--- config.mk ---
export PLATFORM = sky130hd
export DESIGN_NAME = slot_sequencer
export DESIGN_NICKNAME = d
export VERILOG_FILES = /design/src/design/sdram_pkg.sv /design/src/design/slot_sequencer.sv
export SDC_FILE = /design/constraint.sdc
export NUM_CORES = 1
export LEC_CHECK = 0
export BUFFER_PORTS_ARGS = -buffer_cell sky130_fd_sc_hd__buf_4
export CAP_MARGIN = 20
export CORE_AREA = 8 8 45 47
export DETAILED_ROUTE_END_ITERATION = 12
export DIE_AREA = 0 0 53 55
export HOLD_SLACK_MARGIN = 0.08
export PLACE_DENSITY_LB_ADDON = 0.3
export SLEW_MARGIN = 15
export SYNTH_ARGS = -nofsm -noshare
export SYNTH_HDL_FRONTEND = slang
export SYNTH_SLANG_ARGS = --single-unit
export TNS_END_PERCENT = 10
--- constraint.sdc ---
create_clock -name clkram -period 1.9 [get_ports clkram]
set_clock_uncertainty 0.05 [all_clocks]
set_input_delay 0.095 -clock clkram [delete_from_list [all_inputs] [get_ports clkram]]
set_output_delay 0.095 -clock clkram [all_outputs]
set_load 0.02 [all_outputs]
--- src/design/sdram_pkg.sv ---
`default_nettype none

package sdram_pkg;

   // ----------------------------------------------------------
   // sizes
   // ----------------------------------------------------------
   localparam int ROW_W  = 11;              // row, also chip address bus width
   localparam int COL_W  = 8;               // column inside a row
   localparam int ADDR_W = ROW_W + COL_W;   // client word address
   localparam int DATA_W = 32;              // client word
   localparam int HALF_W = 16;              // chip dq width
   localparam int BE_W   = 4;               // one enable per client byte

   // slot counter, ppu owns 0..7 and cpu owns 8..15
   localparam int SLOT_W        = 4;
   localparam int CPU_SLOT_BASE = 8;

   // ----------------------------------------------------------
   // chip commands {ncs, nras, ncas, nwe}
   // ----------------------------------------------------------
   typedef enum logic [3:0] {
      CMD_INHIBIT      = 4'b1111,
      CMD_NOP          = 4'b0111,
      CMD_ACTIVE       = 4'b0011,
      CMD_READ         = 4'b0101,
      CMD_WRITE        = 4'b0100,
      CMD_BURST_TERM   = 4'b0110,
      CMD_PRECHARGE    = 4'b0010,
      CMD_AUTO_REFRESH = 4'b0001,
      CMD_LOAD_MODE    = 4'b0000
   } sdram_cmd_e;

   localparam int CAS_LAT = 2;

   // single word bursts, sequential, cl2, std op, single writes
   localparam logic [ROW_W-1:0] MODE_WORD = {1'b0, 1'b1, 2'b00, 3'd2, 1'b0, 3'b000};

   // ----------------------------------------------------------
   // packed bundles
   // ----------------------------------------------------------
   typedef struct packed {
      logic              valid;
      logic              write;
      logic [ADDR_W-1:0] addr;    // {row, col}
      logic [DATA_W-1:0] wdata;
      logic [BE_W-1:0]   be;      // high = byte is written
   } client_req_t;

   typedef struct packed {
      logic              valid;   // one cycle pulse
      logic [DATA_W-1:0] rdata;
   } client_rsp_t;

   typedef struct packed {
      sdram_cmd_e        cmd;
      logic [1:0]        ba;
      logic [ROW_W-1:0]  a;
      logic              dqml;
      logic              dqmh;
      logic [HALF_W-1:0] dq_out;
      logic              dq_oe;
   } sdram_bus_t;

   // quiet pin state: inhibit, masks up, dq released
   localparam sdram_bus_t BUS_IDLE = '{cmd: CMD_INHIBIT, ba: '0, a: '0, dqml: 1'b1,
                                       dqmh: 1'b1, dq_out: '0, dq_oe: 1'b0};

endpackage

`default_nettype wire

--- src/design/slot_sequencer.sv ---
`default_nettype none

module slot_sequencer #(
   parameter int REFRESH_INTERVAL = 4   // cycles from one refresh to the next
) (
   input  wire                          clkram,
   input  wire                          new_scr,
   output logic [sdram_pkg::SLOT_W-1:0] slot,
   output logic                         refresh_half,   // first half is a refresh
   output logic                         refresh_next    // next cycle starts with refresh
);

   localparam int CYC_W = (REFRESH_INTERVAL > 1) ? $clog2(REFRESH_INTERVAL) : 1;

   logic [CYC_W-1:0] cyc;   // cycle index modulo interval

   // look ahead for the ppu capture slot at the end of the cycle
   assign refresh_next = (cyc == CYC_W'(REFRESH_INTERVAL - 1));

   always_ff @(posedge clkram or posedge new_scr) begin
      if (new_scr) begin
         slot         <= '0;
         cyc          <= '0;
         refresh_half <= 1'b1;   // count starts at zero
      end else begin
         slot <= slot + 1'b1;   // wraps 15 -> 0
         if (slot == '1) begin
            if (cyc == CYC_W'(REFRESH_INTERVAL - 1)) cyc <= '0;
            else cyc <= cyc + 1'b1;
            refresh_half <= refresh_next;   // next cycle opens with refresh
         end else if (slot == sdram_pkg::SLOT_W'(sdram_pkg::CPU_SLOT_BASE - 1)) begin
            refresh_half <= 1'b0;           // cpu half never refreshes
         end
      end
   end

   // refresh only ever steals from the ppu half
   a_refresh_first_half: assert property (@(posedge clkram) disable iff (new_scr)
      refresh_half |-> slot < sdram_pkg::SLOT_W'(sdram_pkg::CPU_SLOT_BASE));

endmodule

`default_nettype wire

Word level (Yosys, flattened, before mapping):

Cells that the tools add are included.

* register bits: 7
* input port bits: 2
* logic and storage cells: 12

* reductions and logical operators: 1
* eq/ne operators: 3
* add/subtract/negate cells: 2
* mux-type cells: 3

Operators with widths (count)
* $add 4x1->4 const B: 1
* $eq 4x3->1 const B: 1
* $eq 4x4->1 const B: 1
* $add 2x1->2 const B: 1
* $eq 2x2->1 const B: 1
* $mux 1: 2
* $mux 2: 1
* $reduce_bool 2->1: 1

Longest topological paths before layout:

* word-level depth: 3
* mapped depth: 3

Worst setup path after synthesis:

OpenSTA, ideal clock, no wires.

* kind: reg2reg
* from: register slot[0] (netlist name)
* to: register cyc[0]
* arrival: 1.122 ns
* cell stages (with the launch flop): 4
* library setup time: 0.127 ns
* setup slack: 0.601 ns
* cells stage by stage: dfrtp_1 > ha_1 > nand3_2 > mux2_1

* longest elaborated chain between the ends: 1

Ends and longest elaborated chain
* from (decl): line slot_sequencer.sv:8 `output logic [sdram_pkg::SLOT_W-1:0] slot,`
* from (signal assigned): line slot_sequencer.sv:26 `slot <= slot + 1'b1;`
* $eq 4x4->1: line slot_sequencer.sv:27 `if (slot == '1) begin`
* to (signal assigned): line slot_sequencer.sv:29 `else cyc <= cyc + 1'b1;`
* to (decl): line slot_sequencer.sv:15 `logic [CYC_W-1:0] cyc;`

No other way between the ends.
A chain may end at the register's enable or synchronous reset.

Worst setup path in the final report:

Ends and elaborated chain as after synthesis.

==> reports/results.tsv <==
stage	metric	value	unit
floorplanning	Site Rows	14	
floorplanning	Die X	53	microns
setup_path	crit-path leading delay family	flip-flops	
clock_network	CTS max path bufs	2	
floorplanning	die height	55	microns
finish	Synth-to-Final Area Change	38.0	%
route	vias	199	
sta	Slew HR	82.8	%
pwr	Leakage Power	0.188	nW
sta	fin. max-slew vios	0	
setup_path	Crit Path Max Fanout	4	
sta	setup TNS	0	ps
yosys	largest cells by area after synthesis	dfrtp_1 52%, dfstp_2 9.2%, ha_1 8.7%	
yosys	Netlist cell types	12	
yosys	Ys Warns	0	
clock_network	clk_lat worst skew	240	ps
setup_path	CP max stage cell	dfrtp_1	
grt	largest net degree at the start of global routing	8	
pwr	peak supply drop	213	uV
placed_design	Port Buffers	7	
finish	storage element area	176	sq um
flow_run	Max-Cap Viols	0	
sta	Setup Viol. Count Final	0	
clock_network	root buffer selected by CTS	clkbuf_4	
grt	GRT Util Overall	4.62	%
yosys	area share of the largest cell type after synthesis	52.4	%
floorplanning	Core ar.	0.00138	sq mm
finish	fin nets	37	
route	Starting DRT DRC Count	2	
setup_path	Worst Setup End Kind	register	
setup_path	Critical Path AT	1320	ps
setup_path	Cell Chain, Critical Path	ha_1, nand3_2, mux2_1	
placed_design	routability cong.	0.641	
finish	most common cell after layout, fill and taps aside	buf_4	
setup_path	R2R setup slack	660	ps
setup_path	CP startpoint kind	register	
clock_network	cts repair resizes	0	
route	DRT Pass-1 Iters	3	
route	post-route ant nets	0	
yosys	Mapped Cells	20	
finish	Layout Utilization	28.6	%
outcome	status	finished clean	
clock_network	CTS sink cnt	7	
yosys	register area share after synthesis	61.6	%
sta	Final Hold Fails	0	
clock_network	CTS HTree Levels	1	
finish	diode count	0	
setup_path	Critical Path RT	1980	ps
finish	highest-count cells in the layout ignoring fill and taps	7 x buf_4, 6 x dfrtp_1, 3 x clkbuf_4	
setup_path	CP max stage delay	400	ps
finish	area taken by multi-input logic gates	103	sq um
clock_network	TritonCTS clock tree	yes	
pwr	P per Cell Area	721	mW/mm^2
grt	grt ovf	0	
route	Routed WL	483	microns
sta	Final Critical Period	1240	ps
finish	Filler cells	149	
setup_path	WP buf/inv	0	
grt	first-pass GRT wire length	869	microns
yosys	area leader, netlist	dfrtp_1	
setup_path	crit path from	slot[0]$_DFF_PP0_	
floorplanning	Starting Density	20.7	%
floorplanning	full die area	0.00292	sq mm
yosys	Syn Std Cell Area	287	sq um
sta	Tcrit/Tclk final	65.5	%
setup_path	r2r startpoint	slot[0]$_DFF_PP0_	
yosys	Yosys reg bits	7	
sta	RSZ-0062 raised after global routing	false	
yosys	syn_area_per_cell	14.3	sq um
grt	initial antenna violation count	0	
finish	ratio of cells with drive above 1 in the final layout	40.6	%
sta	fmax	803	MHz
floorplanning	# IOs	8	
sta	worst-margin pin slew	258	ps
yosys	Synth Net Count	24	
clock_network	TritonCTS Buffers	3	
route	DR vias/cell	4.15	
grt	number of global-route vias before repair	211	
min_path	Hold/Removal Path Class	primary input to async pin	
route	Post-route DRC	0	
setup_path	Setup Crit Path Kind	register to register	
clock_network	Clock transition at path regs	50	ps
route	WL/cell	10.1	microns
layout make-up:
class                           count  area share, %
Sequential cell                     7           44.6
Tap cell                           16           5.06
Timing Repair Buffer                8           15.8
Multi-Input combinational cell     11           25.9
Clock buffer                        4           6.65
Inverter                            2           1.90
stage by stage:
stage	cells	worst slack, ps	cell area, sq um	hold slack, ps	power, mW
after floorplan	20	601	287	-152	0.154
after global placement	43	670	359	-9.15	0.156
after detailed placement	43	646	359	-5.26	0.156
after CTS	48	635	395	275	0.295
after global routing	48	587	395	295	0.312
final	48	655	395	279	0.285
timing repair:
action | 4_1_cts | 5_1_grt
hold buffers | 1 | 0
setup buffers | 0 | 0
hold endpoints to repair | 7 | 0
sequential cells by signal, indices dropped and copies added, names as in the netlist:
| register | count |
|---|---|
| slot | 4 |
| cyc | 2 |
| refresh_half | 1 |
Yosys cell counts:
cell	count
a21boi_0	1
a41o_2	1
dfrtp_1	6
dfstp_2	1
ha_1	2
inv_1	2
mux2_1	2
nand3_1	1
nand3_2	1
nor2_1	1
xnor2_1	1
xor2_1	1
cells by family after synthesis:
family / Yosys count / share of synthesized area (%)
buffers and inverters: 2 / 2.62
adder cells (fa/ha/maj): 2 / 8.73
AO/OA/AOI/OAI: 2 / 6.55
XOR/XNOR: 2 / 6.11
flip-flops: 7 / 61.6
AND/OR/NAND/NOR: 3 / 6.55
multiplexers: 2 / 7.86
worst paths after layout:
kind                       depth (start not counted)                       end
max in group asynchronous                          3  refresh_half$_DFFE_PP1P_
min                                                3         slot[0]$_DFF_PP0_
min reg2reg                                        1         slot[0]$_DFF_PP0_
max reg2reg                                        3        cyc[0]$_DFFE_PP0N_
min in group clkram                                1         slot[0]$_DFF_PP0_
max                                                3        cyc[0]$_DFFE_PP0N_
report_power, final:
part           switching, mW  leakage [nW]  internal, mW  total, mW
logic                0.00316        0.0936       0.00276    0.00592
clock network         0.0499        0.0150        0.0798      0.130
registers                  0        0.0796         0.149      0.149
layer usage:
layer  vias to the layer above  GRT usage [%]  routed length (microns)
li1                         93              -                        -
met1                        98           4.50                      220
met2                         8           5.08                      202
met3                         0           3.74                       61
met4                         0           6.47                        0
met5                         -              0                        0
tightest hold or removal path: stages:
cell,delay (ps)
dlygate4sd3_1,530
buf_4,130
inv_1,200
Power figures use the tool's default switching activity.
