$ cat src/design/sdram_pkg.sv
`default_nettype none

package sdram_pkg;

   // ----------------------------------------------------------
   // sizes
   // ----------------------------------------------------------
   localparam int ROW_W  = 11;              // row, also chip address bus width
   localparam int COL_W  = 8;               // column inside a row
   localparam int ADDR_W = ROW_W + COL_W;   // client word address
   localparam int DATA_W = 32;              // client word
   localparam int HALF_W = 16;              // chip dq width
   localparam int BE_W   = 4;               // one enable per client byte

   // slot counter, ppu owns 0..7 and cpu owns 8..15
   localparam int SLOT_W        = 4;
   localparam int CPU_SLOT_BASE = 8;

   // ----------------------------------------------------------
   // chip commands {ncs, nras, ncas, nwe}
   // ----------------------------------------------------------
   typedef enum logic [3:0] {
      CMD_INHIBIT      = 4'b1111,
      CMD_NOP          = 4'b0111,
      CMD_ACTIVE       = 4'b0011,
      CMD_READ         = 4'b0101,
      CMD_WRITE        = 4'b0100,
      CMD_BURST_TERM   = 4'b0110,
      CMD_PRECHARGE    = 4'b0010,
      CMD_AUTO_REFRESH = 4'b0001,
      CMD_LOAD_MODE    = 4'b0000
   } sdram_cmd_e;

   localparam int CAS_LAT = 2;

   // single word bursts, sequential, cl2, std op, single writes
   localparam logic [ROW_W-1:0] MODE_WORD = {1'b0, 1'b1, 2'b00, 3'd2, 1'b0, 3'b000};

   // ----------------------------------------------------------
   // packed bundles
   // ----------------------------------------------------------
   typedef struct packed {
      logic              valid;
      logic              write;
      logic [ADDR_W-1:0] addr;    // {row, col}
      logic [DATA_W-1:0] wdata;
      logic [BE_W-1:0]   be;      // high = byte is written
   } client_req_t;

   typedef struct packed {
      logic              valid;   // one cycle pulse
      logic [DATA_W-1:0] rdata;
   } client_rsp_t;

   typedef struct packed {
      sdram_cmd_e        cmd;
      logic [1:0]        ba;
      logic [ROW_W-1:0]  a;
      logic              dqml;
      logic              dqmh;
      logic [HALF_W-1:0] dq_out;
      logic              dq_oe;
   } sdram_bus_t;

   // quiet pin state: inhibit, masks up, dq released
   localparam sdram_bus_t BUS_IDLE = '{cmd: CMD_INHIBIT, ba: '0, a: '0, dqml: 1'b1,
                                       dqmh: 1'b1, dq_out: '0, dq_oe: 1'b0};

endpackage

`default_nettype wire

$ cat src/design/sdram_init_seq.sv
`default_nettype none

module sdram_init_seq #(
   parameter int INIT_CYCLES = 8    // 16-slot cycles of power-up wait, at least 3
) (
   input  wire                          clkram,
   input  wire                          new_scr,
   input  wire  [sdram_pkg::SLOT_W-1:0] slot,
   output sdram_pkg::sdram_bus_t        init_bus,
   output logic                         init_done
);

   localparam int CNT_W = $clog2(INIT_CYCLES + 1);

   logic [CNT_W-1:0] cnt;   // cycles left before normal operation

   // ----------------------------------------------------------
   // countdown, one step per full cycle
   // ----------------------------------------------------------
   always_ff @(posedge clkram or posedge new_scr) begin
      if (new_scr) begin
         cnt <= CNT_W'(INIT_CYCLES);
      end else if (slot == '1 && cnt != '0) begin
         cnt <= cnt - 1'b1;
      end
   end

   assign init_done = (cnt == '0);   // rises at the edge closing the last cycle

   // precharge-all two cycles before load mode, tRP is easily covered
   always_comb begin
      init_bus = sdram_pkg::BUS_IDLE;
      if (slot == '0) begin
         if (cnt == CNT_W'(3)) begin
            init_bus.cmd   = sdram_pkg::CMD_PRECHARGE;
            init_bus.a[10] = 1'b1;                       // all banks
         end else if (cnt == CNT_W'(1)) begin
            init_bus.cmd = sdram_pkg::CMD_LOAD_MODE;
            init_bus.a   = sdram_pkg::MODE_WORD;
         end
      end
   end

   // the power-up path must never open a row or touch data
   a_init_no_access: assert property (@(posedge clkram) disable iff (new_scr)
      !(init_bus.cmd inside {sdram_pkg::CMD_ACTIVE, sdram_pkg::CMD_READ,
                             sdram_pkg::CMD_WRITE}));

endmodule

`default_nettype wire

$ cat config.mk
export PLATFORM = sky130hd
export DESIGN_NAME = sdram_init_seq
export DESIGN_NICKNAME = d
export VERILOG_FILES = /design/src/design/sdram_pkg.sv /design/src/design/sdram_init_seq.sv
export SDC_FILE = /design/constraint.sdc
export NUM_CORES = 1
export LEC_CHECK = 0
export ABC_CLOCK_PERIOD_IN_PS = 2350
export BUFFER_PORTS_ARGS = -buffer_cell sky130_fd_sc_hd__buf_2
export CORE_AREA = 3 3 40 42
export CTS_BUF_LIST = sky130_fd_sc_hd__clkbuf_8
export CTS_CLUSTER_DIAMETER = 60
export DETAILED_ROUTE_END_ITERATION = 7
export DIE_AREA = 0 0 43 45
export PLACE_DENSITY_LB_ADDON = 0.3
export SETUP_SLACK_MARGIN = 0.4
export SYNTH_ARGS = -nofsm -noshare
export SYNTH_HDL_FRONTEND = slang
export SYNTH_SLANG_ARGS = --single-unit
$ cat constraint.sdc
create_clock -name clkram -period 2.35 [get_ports clkram]
set_input_delay 0.1175 -clock clkram [delete_from_list [all_inputs] [get_ports clkram]]
set_output_delay 0.1175 -clock clkram [all_outputs]
set_load 0.05 [all_outputs]
# Yosys cells after proc, flatten, opt, wreduce, memory -nomap -nowiden

Cells that the tools add are included.

Add/subtract/negate cells: 1
Multiplexer cells: 7
Eq/ne operators: 3
Reductions and logical operators: 4

Operator list:

| operator              | number |
|---|---|
| $mux W10              | 2 |
| $mux W4               | 3 |
| $mux W11              | 1 |
| $logic_not A4 Y1      | 2 |
| $eq A4 B1 Y1 const B  | 1 |
| $eq A4 B2 Y1 const B  | 1 |
| $eq A4 B4 Y1 const B  | 1 |
| $reduce_bool A4 Y1    | 1 |
| $sub A4 B1 Y4 const B | 1 |
| $logic_and A1 B1 Y1   | 1 |
| $mux W1               | 1 |

Word-level logic and storage cells: 16
Bits in registers: 4
Output and inout bits: 37
Input port bits: 6

# Longest topological paths before layout

Depth after elaboration: 4
Depth in mapped cells: 5
Mapped depth without buffers: 5

# Worst setup path before layout

Ideal clock, no wire load.

Kind: register to register
Start point: register cnt[0]
End point: register cnt[0]
Path buffers: 0
Slack: -144 ps
Stages on the path, launching flop included: 6
Required time: 2,225 ps
Setup time: 125 ps
Arrival: 2,369 ps
Period minus slack after synthesis: 2,494 ps
Cells stage by stage: dfrtp_1 inv_1 ha_1 nor3b_1 nor2_1 xnor2_1

Word-level cells in the longest chain between the ends: 2
Elaborated cells between the ends (all ways): 3
Those cells by class: 1 x add/sub; 2 x reduce/logical

Ends and longest elaborated chain:

| what                                                                  | line                 | RTL |
|---|---|---|
| start: declaration                                                    | sdram_init_seq.sv:15 | `logic [CNT_W-1:0] cnt;` |
| start signal: assignment                                              | sdram_init_seq.sv:22 | `cnt <= CNT_W'(INIT_CYCLES);` |
| start signal: assignment                                              | sdram_init_seq.sv:24 | `cnt <= cnt - 1'b1;` |
| parallel branches: the longest is 2 deep, another holds $sub A4 B1 Y4 | -                    |  |

Parallel ways; which one is timed is not known.
A chain may end at the register's enable or synchronous reset.

==> metrics.md <==
| Metric | Value |
|---|---|
| R2r endpoint | `cnt[2]` |
| PD cells | `1020 nW/um^2` |
| CP Launch Point | `cnt[2]` |
| Period minus WS final | `~1.9 ns` |
| Syn. warnings | `0` |
| Initial antenna violation count | `0` |
| Achievable Freq | `532 MHz` |
| Final hold violation count | `0` |
| Critical path arrival | `1.76 ns` |
| CP Data Required Time | `2.23 ns` |
| Row cnt | `13` |
| I/O Buffers | `13` |
| Critical Path Fanout Max | `4` |
| Post-DP HPWL | `about 640 um` |
| Post-Syn Instances | `61` |
| H-tree depth | `1` |
| Crit Path Category | `flip-flop to primary output` |
| Clock Pin Slew Worst Setup and Hold Paths | `0.03 ns` |
| CTS buffer count | `3` |
| Via count | `325` |
| Post-DR wirelength/cell | `8.29 um` |
| Largest registers | `cnt (4)` |
| First-pass GRT wire length | `1.01 mm` |
| Vias in the first global route | `250` |
| Initial DRT Pass Iterations | `2` |
| Global route overflow | `0` |
| Antenna-violating nets left | `0` |
| Chip width | `43 um` |
| Fin crit share | `80.0%` |
| Crit Reg-Reg Startpoint | `cnt[0]` |
| Post-Route Skew | `0.00466 ns` |
| Synth Area per Inst | `8.70 um^2` |
| Pins Over Slew Limit | `0` |
| Setup crit end | `init_bus[24]` |
| Drt initial violations | `4` |
| Initial Util | `~41%` |
| #FFs+latches synth | `4` |
| Netlist Area Pre-Place | `531 um^2` |
| Most frequent cells in the layout | `29 x conb_1, 10 x buf_2, 4 x inv_1, 4 x ha_1` |
| Max FFs per register | `4` |
| Top reg by flops | `cnt` |
| CTS tree | `yes` |
| Top-Level Pins | `43` |
| Leak Pwr | `0.317 nW` |
| Critical Path End Type | `primary output` |
| CTS Sinks | `4` |
| DRC Markers | `0` |
| CP peak stage delay | `0.58 ns` |
| Max cap viols | `0` |
| Inserted Diodes | `0` |
| Finish-stage setup viols | `0` |
| CP Cell Sequence | `or4_1, nor3_4, and3b_2, buf_4` |
| Vias per inst | `3.65` |
| Maximum vdd drop | `0.000452 V` |
| Clk Tree Root Cell | `clkbuf_8` |
| Chip height | `around 45 um` |
| Register-to-Register Path Depth | `5` |
| Clk Latency, worst-skew pair | `0.22 ns` |
| Overall Global Routing Usage | `7.45%` |
| Core box area | `1280 um^2` |
| Bufs on Longest Clock Path | `2` |
| Synth cell types | `20` |
| RePlAce Congestion | `0.714` |
| R2R setup slack | `0.98 ns` |
| Die area | `1940 um^2` |
| Critical path's slowest cell | `or4_1` |
| Status | `complete, no violations` |
| Post-Route WL | `738 um` |
| Hold WC Path Type | `input pin to asynchronous set/reset pin` |
| Most common cell after layout, fill and taps aside | `conb_1` |
| Startpoint Class | `flip-flop` |
| Sequential element share of the synthesized area | `19.1%` |
| Synthesis-to-layout area growth | `3.77%` |
| Final net count | `85` |
| Pin count of the biggest net entering global routing | `5` |
| Post-CTS setup repair buffer count | `0` |
| RSZ-0062 raised after global routing | `yes` |
| Final Util | `42.8%` |
| Fraction of layout cells with a size suffix above 1 | `29.7%` |
| Setup TNS | `0 ns` |
## cell usage after synthesis, drive strengths merged
master  instances  share of area (%)
buf            32                 45
ha              4                9.4
dfrtp           3                 14
inv             3                2.1
conb            2                1.4
nor3            2                2.8
nor3b           2                2.8
xor2            2                3.3
and2            1                1.4
and3b           1                1.7
dfstp           1                5.0
mux2i           1                1.9
nand3b          1                1.4
nand4           1                1.2
nor2            1               0.71
o21ai           1               0.94
or3             1                1.4
or4             1                1.4
xnor2           1                1.7
## logic make-up (layout without fill, tap and decap cells)
logic type / after synthesis / count (layout) / synth area share [%]
buf+inv: 35 / 21 / 47.4
simple gates: 11 / 11 / 14.9
fa+ha+maj: 4 / 4 / 9.43
flops: 4 / 4 / 19.1
xor+xnor: 3 / 3 / 4.95
other cells: 2 / 29 / 1.42
compound gates: 1 / 1 / 0.942
mux: 1 / 1 / 1.89
## metrics by stage
stage / area [um^2] / hold slack [ns] / power [mW] / setup slack [ns] / std cells
5_1_grt: 551 / 0.341 / 0.605 / 0.392 / 89
3_3_place_gp: 482 / -0.00332 / 0.408 / 0.646 / 84
2_1_floorplan: 638 / -0.117 / 0.410 / 0.411 / 88
6_report: 551 / 0.315 / 0.560 / 0.469 / 89
4_1_cts: 537 / 0.312 / 0.563 / 0.404 / 89
3_5_place_dp: 482 / -0.00392 / 0.411 / 0.631 / 84
## where the power goes
part / internal [mW] / leakage, nW / switching, mW
sequential: 0.108 / 0.0458 / 0.0337
clock: 0.111 / 0.0269 / 0.0335
combinational: 0.0677 / 0.245 / 0.207
## metal layers
metal | share of wire (%) | vias up | global-route usage (%) | wire length, um
met1 | 39 | 140 | 9.78 | 285
met5 | 0 | - | 0 | 0
met4 | 0 | 0 | 7.23 | 0
met3 | 14 | 0 | 2.39 | 100
met2 | 48 | 26 | 9.28 | 352
li1 | - | 159 | - | -
## final cells by class
cell class / instances / area [um^2]
fill: 142 / 734
multi-input combinational: 49 / 292
sequential: 4 / 101
timing repair buffer: 14 / 82.6
clock buffer: 3 / 41.3
tap: 15 / 18.8
inverter: 3 / 11.3
clock inverter: 1 / 3.75
## timing repair
| action | in CTS | in global routing |
|---|---|---|
| setup endpoints to repair | 0 | 3 |
| hold endpoints to repair | 4 | 0 |
| resized for setup | 0 | 6 |
| hold buffers | 1 | 0 |
## worst max-delay path: cells and delay by family (launching register included)
kind | cells | cell delay [ns]
simple gates | 3 | 0.96
flops | 1 | 0.40
buf+inv | 1 | 0.19
## how the worst min path moves through the flow
stage / startpoint / endpoint / slack, ns / depth (start not counted)
6_report: new_scr / cnt[1] / 0.31 / 3
5_1_grt: new_scr / cnt[1] / 0.34 / 3
4_1_cts: new_scr / cnt[1] / 0.31 / 3
3_5_place_dp: new_scr / cnt[2] / -0.004 / 2
3_3_place_gp: new_scr / cnt[2] / -0.003 / 2
2_1_floorplan: new_scr / cnt[0] / -0.12 / 1
No activity file was read; power rests on OpenSTA's default activity.
