$ cat src/design/sdram_pkg.sv
`default_nettype none

package sdram_pkg;

   // ----------------------------------------------------------
   // sizes
   // ----------------------------------------------------------
   localparam int ROW_W  = 11;              // row, also chip address bus width
   localparam int COL_W  = 8;               // column inside a row
   localparam int ADDR_W = ROW_W + COL_W;   // client word address
   localparam int DATA_W = 32;              // client word
   localparam int HALF_W = 16;              // chip dq width
   localparam int BE_W   = 4;               // one enable per client byte

   // slot counter, ppu owns 0..7 and cpu owns 8..15
   localparam int SLOT_W        = 4;
   localparam int CPU_SLOT_BASE = 8;

   // ----------------------------------------------------------
   // chip commands {ncs, nras, ncas, nwe}
   // ----------------------------------------------------------
   typedef enum logic [3:0] {
      CMD_INHIBIT      = 4'b1111,
      CMD_NOP          = 4'b0111,
      CMD_ACTIVE       = 4'b0011,
      CMD_READ         = 4'b0101,
      CMD_WRITE        = 4'b0100,
      CMD_BURST_TERM   = 4'b0110,
      CMD_PRECHARGE    = 4'b0010,
      CMD_AUTO_REFRESH = 4'b0001,
      CMD_LOAD_MODE    = 4'b0000
   } sdram_cmd_e;

   localparam int CAS_LAT = 2;

   // single word bursts, sequential, cl2, std op, single writes
   localparam logic [ROW_W-1:0] MODE_WORD = {1'b0, 1'b1, 2'b00, 3'd2, 1'b0, 3'b000};

   // ----------------------------------------------------------
   // packed bundles
   // ----------------------------------------------------------
   typedef struct packed {
      logic              valid;
      logic              write;
      logic [ADDR_W-1:0] addr;    // {row, col}
      logic [DATA_W-1:0] wdata;
      logic [BE_W-1:0]   be;      // high = byte is written
   } client_req_t;

   typedef struct packed {
      logic              valid;   // one cycle pulse
      logic [DATA_W-1:0] rdata;
   } client_rsp_t;

   typedef struct packed {
      sdram_cmd_e        cmd;
      logic [1:0]        ba;
      logic [ROW_W-1:0]  a;
      logic              dqml;
      logic              dqmh;
      logic [HALF_W-1:0] dq_out;
      logic              dq_oe;
   } sdram_bus_t;

   // quiet pin state: inhibit, masks up, dq released
   localparam sdram_bus_t BUS_IDLE = '{cmd: CMD_INHIBIT, ba: '0, a: '0, dqml: 1'b1,
                                       dqmh: 1'b1, dq_out: '0, dq_oe: 1'b0};

endpackage

`default_nettype wire

$ cat src/design/port_capture.sv
`default_nettype none

module port_capture (
   input  wire                           clkram,
   input  wire                           new_scr,
   input  wire                           capture_slot_ok,   // from mux, slot and init ok
   input  wire  sdram_pkg::client_req_t  req,
   output logic                          ready,
   output sdram_pkg::client_req_t        held,
   input  wire                           lo_strobe,         // bank 0 data on dq now
   input  wire                           hi_strobe,         // bank 1 data, access done
   input  wire  [sdram_pkg::HALF_W-1:0]  dq_in,
   output sdram_pkg::client_rsp_t        rsp
);

   sdram_pkg::client_req_t        req_q;       // request payload, valid field unused
   logic [sdram_pkg::DATA_W-1:0]  rdata;
   logic                          busy;        // accepted, response not yet sent
   logic                          rsp_valid;
   logic                          accept;

   assign ready  = capture_slot_ok & ~busy;
   assign accept = ready & req.valid;

   // ----------------------------------------------------------
   // control
   // ----------------------------------------------------------
   always_ff @(posedge clkram or posedge new_scr) begin
      if (new_scr) begin
         busy      <= 1'b0;
         rsp_valid <= 1'b0;
      end else begin
         if (accept) busy <= 1'b1;
         else if (hi_strobe) busy <= 1'b0;
         rsp_valid <= hi_strobe & busy;   // write gets the same pulse as an ack
      end
   end

   // payload and read assembly
   always_ff @(posedge clkram) begin
      if (accept) req_q <= req;
      if (lo_strobe) rdata[sdram_pkg::HALF_W-1:0] <= dq_in;
      if (hi_strobe) rdata[sdram_pkg::DATA_W-1:sdram_pkg::HALF_W] <= dq_in;
   end

   always_comb begin
      held       = req_q;
      held.valid = busy;   // mux only looks at a pending request
   end

   assign rsp = '{valid: rsp_valid, rdata: rdata};

   // one request in flight per port
   a_no_second_accept: assert property (@(posedge clkram) disable iff (new_scr)
      accept |=> (!accept until rsp_valid));

endmodule

`default_nettype wire

$ cat config.mk
export PLATFORM = sky130hd
export DESIGN_NAME = port_capture
export DESIGN_NICKNAME = d
export VERILOG_FILES = /design/src/design/sdram_pkg.sv /design/src/design/port_capture.sv
export SDC_FILE = /design/constraint.sdc
export NUM_CORES = 1
export LEC_CHECK = 0
export ABC_CLOCK_PERIOD_IN_PS = 5200
export BUFFER_PORTS_ARGS = -buffer_cell sky130_fd_sc_hd__buf_2
export CORE_UTILIZATION = 45
export CTS_CLUSTER_SIZE = 14
export DETAILED_ROUTE_END_ITERATION = 10
export GPL_TIMING_DRIVEN = 0
export PLACE_DENSITY_LB_ADDON = 0.3
export SLEW_MARGIN = 40
export SYNTH_ARGS = -nofsm -noshare
export SYNTH_HDL_FRONTEND = slang
export SYNTH_SLANG_ARGS = --single-unit
$ cat constraint.sdc
create_clock -name clkram -period 5.2 [get_ports clkram]
set_input_delay 0.26 -clock clkram [delete_from_list [all_inputs] [get_ports clkram]]
set_output_delay 0.26 -clock clkram [all_outputs]
set_load 0.03 [all_outputs]
After elaboration in Yosys (flattened, before gate mapping):

Index checks and enable logic that the tools add are counted.

* add/subtract/negate cells: 0
* $mul: 0
* divide/modulo/power cells: 0
* order comparisons: 0
* eq/ne operators: 0
* shift-type cells: 0
* multiplexer cells: 2
* bitwise logic cells: 4
* reductions and logical operators: 1

Operators with widths (number)
* $and A1 B1 Y1: 3
* $mux W1: 2
* $reduce_bool A2 Y1: 1
* $not A1 Y1: 1

* flip-flop bits (word level): 90
* latch bits: 0
* bits in writable memories: 0
* memory bits (read-only): 0
* bits of input ports: 78
* output and inout bits: 91
* word-level logic and storage cells: 15
* memories: 0

Depth between registers and ports, before layout:

Gate-level depths: netlist of run 1.

* depth after elaboration: 4
* depth in mapped cells: 2
* mapped depth without buffers: 2

Least setup slack after synthesis of run 1:

Ideal clock, no wire load.

* path kind: reg-to-reg
* start: register busy
* end: register req_q (netlist bit held[0]) (enable)
* library setup time: 0.471 ns
* data arrival time: 2.780 ns
* data required time: 4.729 ns
* setup slack: 1.950 ns
* stages on the path, launching flop included: 2
* path buffers: 0
* clock period less this slack: 3.250 ns
* cells stage by stage: dfrtp_1 > nor2_1

* word-level cells in the longest chain between the ends: 3

RTL lines
* from (decl): RTL line port_capture.sv:18 `logic busy;`
* from (signal assigned): RTL line port_capture.sv:30 `busy <= 1'b0;`
* from (signal assigned): RTL line port_capture.sv:33 `if (accept) busy <= 1'b1;`
* from (signal assigned): RTL line port_capture.sv:34 `else if (hi_strobe) busy <= 1'b0;`
* $not A1 Y1: RTL line port_capture.sv:22 `assign ready = capture_slot_ok & ~busy;`
* $and A1 B1 Y1: RTL line port_capture.sv:22
* $and A1 B1 Y1: RTL line port_capture.sv:23 `assign accept = ready & req.valid;`
* named net accept: RTL line port_capture.sv:20 `logic accept;`
* to (signal assigned): RTL line port_capture.sv:41 `if (accept) req_q <= req;`
* to (decl): RTL line port_capture.sv:16 `sdram_pkg::client_req_t req_q;`

The timed path passes the listed nets, and every way through them passes these cells.
A chain may end at the register's enable or synchronous reset.

Worst setup path after layout of run 1:

* start: register busy
* end: register req_q (netlist bit held[14]) (enable)

The elaborated chain is that of the path after synthesis.

==> flow_summary_export.csv, run 1 <==
group,metric,value,unit
status,status,"finished, final reports clean",
global_routing,grt_antenna_before_repair,0,
worst_setup_path,path_max_fanout,21,
power_and_ir_drop,p_leak,1.68,nW
clock_tree,cts_sinks,90,
finish,insertedDiodeCount,0,
synthesis,ys_async_sr_fraction,2.22,%
power_and_ir_drop,switching_share,22.5,%
route,drt-total-wl,5240,um
finish,fillCellCount,427,
clock_tree,root_buffer,"clkbuf_8",
placement,place_congestion,0.666,
sta,fmax,611,MHz
clock_tree,clkTransAtPathRegs,80,ps
clock_tree,cts_tree,"done",
worst_setup_path,worstPathRequired,5250,ps
global_routing,gr-total-overflow,0,
synthesis,synth_simple_gate_area_share,0.730,%
route,vias,1600,
worst_setup_path,critPathKind,"reg2reg",
finish,register_area,0.00269,mm2
synthesis,synthTopCellsByCount,"88 x edfxtp_1, 2 x buf_4, 2 x dfrtp_1",
finish,nets,358,
floorplan,std_cell_rows,28,
hold_path,min_path_cells,1,
route,routed_via_density,4.46,
finish,drive_gt1_share,64.8,%
flow_run,cap_violations,0,
sta,slew_violations,0,
sta,tightest_slew,545,ps
worst_setup_path,ff2ff_path_depth,3,
synthesis,syn_inst,98,
placement,place_area,0.00374,mm2
synthesis,yosys.area.top_type,"edfxtp_1",
clock_tree,cts_buffer_depth,2,
synthesis,synth_fp_nets,176,
worst_setup_path,crit-reg2reg-launch,"busy",
finish,multi_input_comb_area,37.5,um2
power_and_ir_drop,power.internal,1.16,mW
placement,placed_cells,343,
floorplan,die_w,80.1,um
clock_tree,clk_latency,330,ps
clock_tree,cts_made_buffers,9,
route,drc,0,
power_and_ir_drop,power.share.sequential,56.9,%
sta,setup_viol,0,
clock_tree,cts_resized,0,
global_routing,grt_pass1_wl,7210,um
floorplan,initial_utilization,46.6,%
synthesis,synth_edf_count,88,
sta,finClkSkew,2.75,ps
power_and_ir_drop,ir_drop,0.209,mV
sta,fin_crit_sh,31.5,%
route,drt_iter0_markers,100,
finish,design_area,0.00395,mm2
synthesis,synth_adder_area_share,0,%
global_routing,track_usage,16.1,%
power_and_ir_drop,pwr-share-comb,11.6,%
worst_setup_path,critPathLaunchType,"flop",
sta,rsz0062_at_grt,"no",
synthesis,synth_compound_area_share,0,%
synthesis,netlist_area,0.00274,mm2
synthesis,synth_top_area_share,96.4,%
synthesis,synth_xor_area_share,0,%
finish,utilization,67.1,%
sta,slew_headroom,63.6,%
floorplan,coreArea,0.00589,mm2
power_and_ir_drop,power.share.clock,31.6,%
synthesis,ys_ff_latch,90,
synthesis,avgSynthCellArea,28.0,um2
synthesis,yosysMostFrequentCell,"edfxtp_1",
synthesis,yosys.cell_types.count,9,
hold_path,min_to,"held[3]",
route,wire_per_inst,14.6,um
sta,finalHoldViolCount,0,
synthesis,synth.yosys.warnings,0,
sta,timing.final.crit_period,1640,ps
hold_path,hp-start,"req[3]",
floorplan,die_area,0.00641,mm2
floorplan,die_h,80.1,um
global_routing,grt_max_degree,22,
floorplan,io_pins,169,
global_routing,grt_pass1_vias,1435,
synthesis,ys.flop_type,"edfxtp_1",
worst_setup_path,arrival,1680,ps
power_and_ir_drop,switchingPower,337,uW
finish,area_growth,44.0,%
worst_setup_path,end_kind,"flop",
synthesis,yosysSeqAreaShare,98.2,%
synthesis,netlist_top_cells_area,"edfxtp_1 96%, dfrtp_1 1.8%, buf_4 0.55%, mux2i_1 0.37%, and2_1 0.23%",
synthesis,synthMuxAreaShare,0.365,%
worst_setup_path,r2r_slack,3560,ps
placement,io_buffers,168,
route,drtAntennaViolNets,0,
power_and_ir_drop,powerDensity,380,mW/mm2
worst_setup_path,r2r-end,"held[14]",
sta,final.setup.tns,0,ps
route,firstDrtPassIters,6,
clock_tree,cts_max_level,3,
hold_path,hold_class,"in2reg",
synthesis,synth_top_family_by_area,"simple AND/OR/NAND/NOR gates",
finish,finalNonFillerCells,359,
metrics by stage:
stage | setup slack [ps] | hold slack, ps | total power, mW
detailed placement | 3550 | 110 | 1.04
global placement | 1200 | 112 | 1.03
finish | 3560 | 93.2 | 1.50
CTS | 3530 | 77.6 | 1.52
global route | 3430 | 75.4 | 1.55
floorplan | 1950 | 1.18 | 0.965
routing by layer:
| layer | share of wire, % | global-route usage (%) | up-vias |
|---|---|---|---|
| met3 | 12 | 6.82 | 8 |
| met4 | 1.4 | 9.64 | 0 |
| met5 | 0 | 0 | - |
| li1 | - | - | 751 |
| met2 | 49 | 25.0 | 114 |
| met1 | 37 | 18.6 | 727 |
timing repair:
action                                  CTS  global route
endpoints found under the hold margin     2             0
endpoints found under the setup margin    0             0
buffers inserted                          0             0
hold buffers                              1             0
cells in the final DEF, fill, tap and decap left out, drive strengths merged:
master	count
buf	172
edfxtp	88
clkbuf	11
dfrtp	2
bufinv	2
clkinv	2
nand2	1
nor2	1
mux2i	1
and2	1
nor2b	1
inv	1
dlygate4sd3	1
final cells by class:
| cell class | count | area share, % |
|---|---|---|
| Clock buffer | 11 | 3.33 |
| Timing Repair Buffer | 171 | 22.9 |
| Clock inverter | 4 | 1.71 |
| Buffer | 2 | 0.380 |
| Sequential cell | 90 | 68.2 |
| Tap cell | 75 | 2.38 |
| Inverter | 1 | 0.0951 |
| Multi-Input combinational cell | 5 | 0.951 |
cell families after synthesis:
| family | Yosys count |
|---|---|
| DFF | 90 |
| and+or+nand+nor | 4 |
| buffers and inverters | 3 |
| muxes | 1 |
power groups by stage:
stage | logic [mW] | registers [mW] | clock network (mW)
2_1_floorplan | 0.0150 | 0.950 | 0
3_3_place_gp | 0.166 | 0.869 | 0
3_5_place_dp | 0.175 | 0.869 | 0
4_1_cts | 0.175 | 0.852 | 0.488
5_1_grt | 0.183 | 0.855 | 0.510
6_report | 0.173 | 0.852 | 0.474
worst max-delay path: stages, from the launching register on:
cell and delay [ps]:
dfrtp_1 450, nor2_4 480, buf_16 230, buf_16 170
state kept, by name, indices dropped and copies added, names as in the netlist:
signal / cells
busy: 1
held: 56
rdata: 32
rsp_valid: 1
worst max path at each step:
| stage | from | endpoint | slack [ps] |
|---|---|---|---|
| 2_1_floorplan | busy | held[0] | 1950 |
| 3_3_place_gp | busy | held[45] | 1200 |
| 3_5_place_dp | busy | held[45] | 3550 |
| 4_1_cts | busy | held[30] | 3530 |
| 5_1_grt | busy | held[25] | 3430 |
| 6_report | busy | held[14] | 3560 |
(Power assumes the default switching activity.)
==> run 2: changes to the inputs <==
ABC_CLOCK_PERIOD_IN_PS = 1700   (was 5200)
CORE_UTILIZATION = 42   (was 45)
clock period = 1.7 ns   (was 5.2 ns; I/O delays follow)
==> run 2 against run 1 <==
Against the previous run: sequential cell count unchanged; critical path depth increased by 1; clock-buffer cell count fell by 2; wire length rose by 28%; cell area grew 18%; hold slack got worse by 4.2 ps; combinational power grew to 3.9 times the previous value; global-route usage grew 3.4 points; clock skew rose by 5.9 ps; final cell count increased by 21%; via count is 20% higher; clock power rose to 2.6 times the previous value.
==> flow_summary_export.csv, run 2 (synthesis gave the netlist of run 1 again) <==
group,metric,value,unit
power_and_ir_drop,pwr-share-comb,14.9,%
worst_setup_path,path_max_fanout,21,
power_and_ir_drop,p_leak,1.97,nW
clock_tree,root_buffer,"clkbuf_8",
flow_run,cap_violations,0,
worst_setup_path,cp-startpoint,"busy",
hold_path,hold_class,"in2reg",
worst_setup_path,critPathKind,"reg2reg",
clock_tree,clkTransAtPathRegs,80,ps
finish,final_cell_mix,"168 x buf_2, 88 x edfxtp_1, 73 x dlygate4sd3_1, 9 x clkbuf_8",
power_and_ir_drop,switchingPower,1.14,mW
global_routing,gr-total-overflow,0,
global_routing,grt_pass1_wl,9110,um
power_and_ir_drop,power.share.sequential,57.8,%
clock_tree,cts_sinks,90,
worst_setup_path,cpMaxStageDelayCell,"dfrtp_1",
sta,slew_violations,0,
finish,insertedDiodeCount,0,
power_and_ir_drop,power,4.52,mW
hold_path,hp-start,"capture_slot_ok",
clock_tree,cts_made_buffers,9,
finish,largest_reg_flops,56,
finish,register_area,0.00269,mm2
power_and_ir_drop,ir_drop,0.597,mV
route,vias,1920,
worst_setup_path,end_kind,"flop",
sta,finClkSkew,8.67,ps
floorplan,die_area,0.00685,mm2
route,routed_via_density,4.41,
finish,fillCellCount,414,
floorplan,die_w,82.8,um
sta,fin_crit_sh,83.8,%
clock_tree,cts_max_level,3,
finish,drive_gt1_share,52.5,%
global_routing,track_usage,19.5,%
sta,setup_viol,0,
sta,timing.final.crit_period,1420,ps
route,firstDrtPassIters,4,
finish,nets,431,
sta,layout_setup_ws,275,ps
worst_setup_path,crit-reg2reg-launch,"busy",
finish,final_common_cell,"buf_2",
power_and_ir_drop,power.internal,3.38,mW
worst_setup_path,arrival,1480,ps
placement,dp_slack,261,ps
finish,finalNonFillerCells,435,
clock_tree,clk_latency,340,ps
power_and_ir_drop,powerDensity,971,mW/mm2
worst_setup_path,path_common_cell,"buf_16",
power_and_ir_drop,power.share.clock,27.3,%
sta,tightest_slew,411,ps
placement,hpwlAfterDp,4330,um
global_routing,grt_max_degree,22,
route,wire_per_inst,15.4,um
worst_setup_path,max_stage_delay,460,ps
finish,area_growth,69.8,%
clock_tree,cts_buffer_depth,2,
sta,whs,89.0,ps
worst_setup_path,cp_cell_sequence,"nor2_4, buf_8, buf_16, buf_16",
sta,rsz0062_at_grt,"no",
status,status,"finished, final reports clean",
global_routing,grt_antenna_before_repair,0,
placement,placed_cells,346,
worst_setup_path,worstPathRequired,1750,ps
floorplan,coreArea,0.00631,mm2
power_and_ir_drop,switching_share,25.2,%
route,drc,0,
finish,multi_input_comb_area,37.5,um2
placement,io_buffers,168,
global_routing,grt_pass1_vias,1850,
sta,slew_headroom,72.6,%
worst_setup_path,ff2ff_path_depth,4,
sta,fmax,702,MHz
hold_path,min_path_cells,3,
clock_tree,cts_tree,"done",
floorplan,io_pins,169,
route,drt_iter0_markers,89,
floorplan,std_cell_rows,29,
sta,finalHoldViolCount,0,
route,drtAntennaViolNets,0,
route,drt-total-wl,6710,um
placement,place_congestion,0.726,
worst_setup_path,critPathLaunchType,"flop",
floorplan,initial_utilization,43.4,%
floorplan,die_h,82.8,um
-- run 2: timing repair --
action / 4_1_cts / 5_1_grt
setup buffers: 0 / 0
hold buffers: 73 / 0
gates resized for setup: 0 / 0
endpoints found under the hold margin: 90 / 0
-- run 2: layer usage --
metal	vias up	share of wire [%]	track usage, %
li1	902	-	-
met1	882	38	21.4
met2	122	49	32.8
met3	14	11	7.21
met4	0	2.2	10.5
met5	-	0	0
-- run 2: through the flow --
stage                     setup TNS (ps)  instance area, um2  utilization (%)
after floorplan                        0                2750                -
after global placement            -14010                3690             58.4
after detailed placement               0                3760             59.5
after CTS                              0                4660             73.7
after global routing                   0                4660             73.7
final                                  0                4660             73.7
-- run 2: critical path, delay by kind of cell, from the launching register on --
family                 cells  cell delay (ps)
flip-flops                 1              460
AND/OR/NAND/NOR            1              120
buffers and inverters      3              550
-- run 2: power groups by stage --
| stage | combinational [mW] | clock [mW] | sequential, mW |
|---|---|---|---|
| after floorplan | 0.0475 | 0 | 2.90 |
| after global placement | 0.509 | 0 | 2.65 |
| after detailed placement | 0.541 | 0 | 2.66 |
| after CTS | 0.673 | 1.28 | 2.61 |
| after global routing | 0.715 | 1.36 | 2.62 |
| final | 0.673 | 1.24 | 2.61 |
-- run 2: worst paths after layout --
check | end | slack (ps)
setup / recovery | held[23] | 280
hold / removal | busy | 90
setup reg to reg | held[23] | 280
hold reg to reg | busy | 610
max in group asynchronous | rsp_valid | 1450
min in group asynchronous | busy | 140
-- run 2: final cells by class --
cell class,count,share of cell area (%)
buffer,2,0.322
clock buffer,9,2.66
clock inverter,7,0.967
inverter,1,0.0806
multi-input combinational,5,0.806
sequential,90,57.8
tap,77,2.07
timing repair buffer,244,35.3
==> run 3: changes to the inputs <==
ABC_CLOCK_PERIOD_IN_PS = 1200   (was 1700)
CORE_UTILIZATION = 38   (was 42)
clock period = 1.2 ns   (was 1.7 ns; I/O delays follow)
==> run 3 against run 2 <==
Against the previous run: wire length is 7.8% higher; via count is 0.63% higher; die area is 10% higher; hold slack worse by 48 ps; clock skew is 4.0 ps lower; maximum frequency is 22% higher; critical path type unchanged; highest routed layer unchanged.
==> flow_summary_export.csv, run 3 (synthesis gave the netlist of run 1 again) <==
group,metric,value,unit
status,status,"finished, final reports clean",
hold_path,hold_class,"in2reg",
route,firstDrtPassIters,4,
sta,whs,40.7,ps
power_and_ir_drop,p_leak,2.03,nW
placement,hpwlAfterDp,4200,um
sta,final.setup.tns,0,ps
finish,design_area,0.00481,mm2
finish,insertedDiodeCount,0,
floorplan,die_area,0.00756,mm2
route,drt_iter0_markers,64,
power_and_ir_drop,powerDensity,1420,mW/mm2
worst_setup_path,worstPathRequired,1260,ps
finish,largest_reg_flops,56,
placement,place_congestion,0.665,
global_routing,track_usage,19.2,%
route,drtAntennaViolNets,0,
sta,slew_headroom,72.5,%
route,wire_per_inst,15.7,um
sta,finalHoldViolCount,0,
global_routing,grt_pass1_wl,10300,um
floorplan,io_pins,169,
clock_tree,cts_sinks,90,
floorplan,die_h,86.9,um
worst_setup_path,critPathKind,"reg2reg",
power_and_ir_drop,ir_drop,1.24,mV
sta,finClkSkew,4.62,ps
finish,final_common_cell,"buf_2",
global_routing,gr-total-overflow,0,
placement,place_area,0.00374,mm2
flow_run,cap_violations,0,
sta,slew_violations,0,
clock_tree,cts_buffer_depth,2,
route,vias,1932,
floorplan,die_w,86.9,um
route,drc,0,
worst_setup_path,path_max_fanout,9,
clock_tree,clk_latency,340,ps
clock_tree,clkTransAtPathRegs,80,ps
placement,io_buffers,168,
route,drt-total-wl,7230,um
worst_setup_path,end_kind,"flop",
global_routing,grt_pass1_vias,2132,
finish,final_cell_mix,"167 x buf_2, 88 x edfxtp_1, 73 x dlygate4sd3_1, 9 x clkbuf_8, 5 x buf_4",
clock_tree,root_buffer,"clkbuf_8",
floorplan,initial_utilization,39.9,%
worst_setup_path,arrival,1230,ps
finish,area_growth,75.4,%
clock_tree,cts_tree,"done",
clock_tree,cts_made_buffers,9,
sta,fin_crit_sh,97.5,%
finish,drive_gt1_share,53.3,%
sta,tightest_slew,413,ps
finish,utilization,70.0,%
sta,fmax,855,MHz
clock_tree,cts_max_level,3,
worst_setup_path,critPathLaunchType,"flop",
floorplan,std_cell_rows,30,
finish,nets,437,
power_and_ir_drop,power,6.84,mW
route,routed_via_density,4.20,
floorplan,coreArea,0.00687,mm2
sta,timing.final.crit_period,1170,ps
global_routing,grt_antenna_before_repair,0,
global_routing,grt_max_degree,24,
sta,setup_viol,0,
[run 3: cell count changes in the layout (fill, tap and decap cells not counted), moves of 2 or more]
| cell | before | now |
|---|---|---|
| buf_4 | 2 | 5 |
| buf_12 | 0 | 2 |
| buf_6 | 0 | 2 |
| bufinv_16 | 0 | 2 |
| clkbuf_1 | 0 | 2 |
| clkbuf_16 | 0 | 2 |
[run 3: stage by stage]
step,cells,setup WS [ps]
2_1_floorplan,98,-480
3_3_place_gp,362,-754
3_5_place_dp,364,-268
4_1_cts,456,1.69
5_1_grt,460,-2.91
6_report,460,29.9
[run 3: final timing paths]
kind | start | to | slack [ps] | depth (start not counted)
hold reg to reg | busy | busy | 540 | 1
hold / removal | req[56] | busy | 40 | 3
setup / recovery | busy | held[25] | 30 | 3
max in group asynchronous | new_scr | busy | 970 | 3
min in group asynchronous | new_scr | busy | 110 | 3
setup reg to reg | busy | held[25] | 30 | 3
[run 3: critical path, cell delays in order, from the launching register on]
cell and delay [ps]:
dfrtp_2 450, nor2_4 110, buf_12 160, clkbuf_16 160
[run 3: cell type report]
type	count	area, um2
multi-input cells	5	37.5
repair buffers	250	1730
flip-flops and latches	90	2690
clock buffers	11	131
clock inverters	5	78.8
inverters	1	3.75
plain buffers	2	15.0
fillers	446	2060
well taps	96	120
[run 3: layer usage]
metal	share of wire [%]	GRT usage (%)	up-vias
met1	35	19.4	896
met3	9.7	5.97	10
met5	0	0	-
met2	54	36.4	114
met4	1.2	7.73	0
li1	-	-	912
[run 3: report_power, final]
group	leakage, nW	switching, mW	total (mW)	internal [mW]
sequential	0.856	0.0480	3.70	3.65
clock	0.0972	0.977	2.14	1.17
combinational	1.07	0.575	0.997	0.422
total	2.03	1.60	6.84	5.24
[run 3: what timing repair did]
item | CTS | global route
resized for setup | 2 | 5
setup buffers | 3 | 1
gates cloned | 0 | 3
pin swaps | 1 | 1
hold buffers | 73 | 0
endpoints found under the hold margin | 90 | 0
setup endpoints to repair | 58 | 51
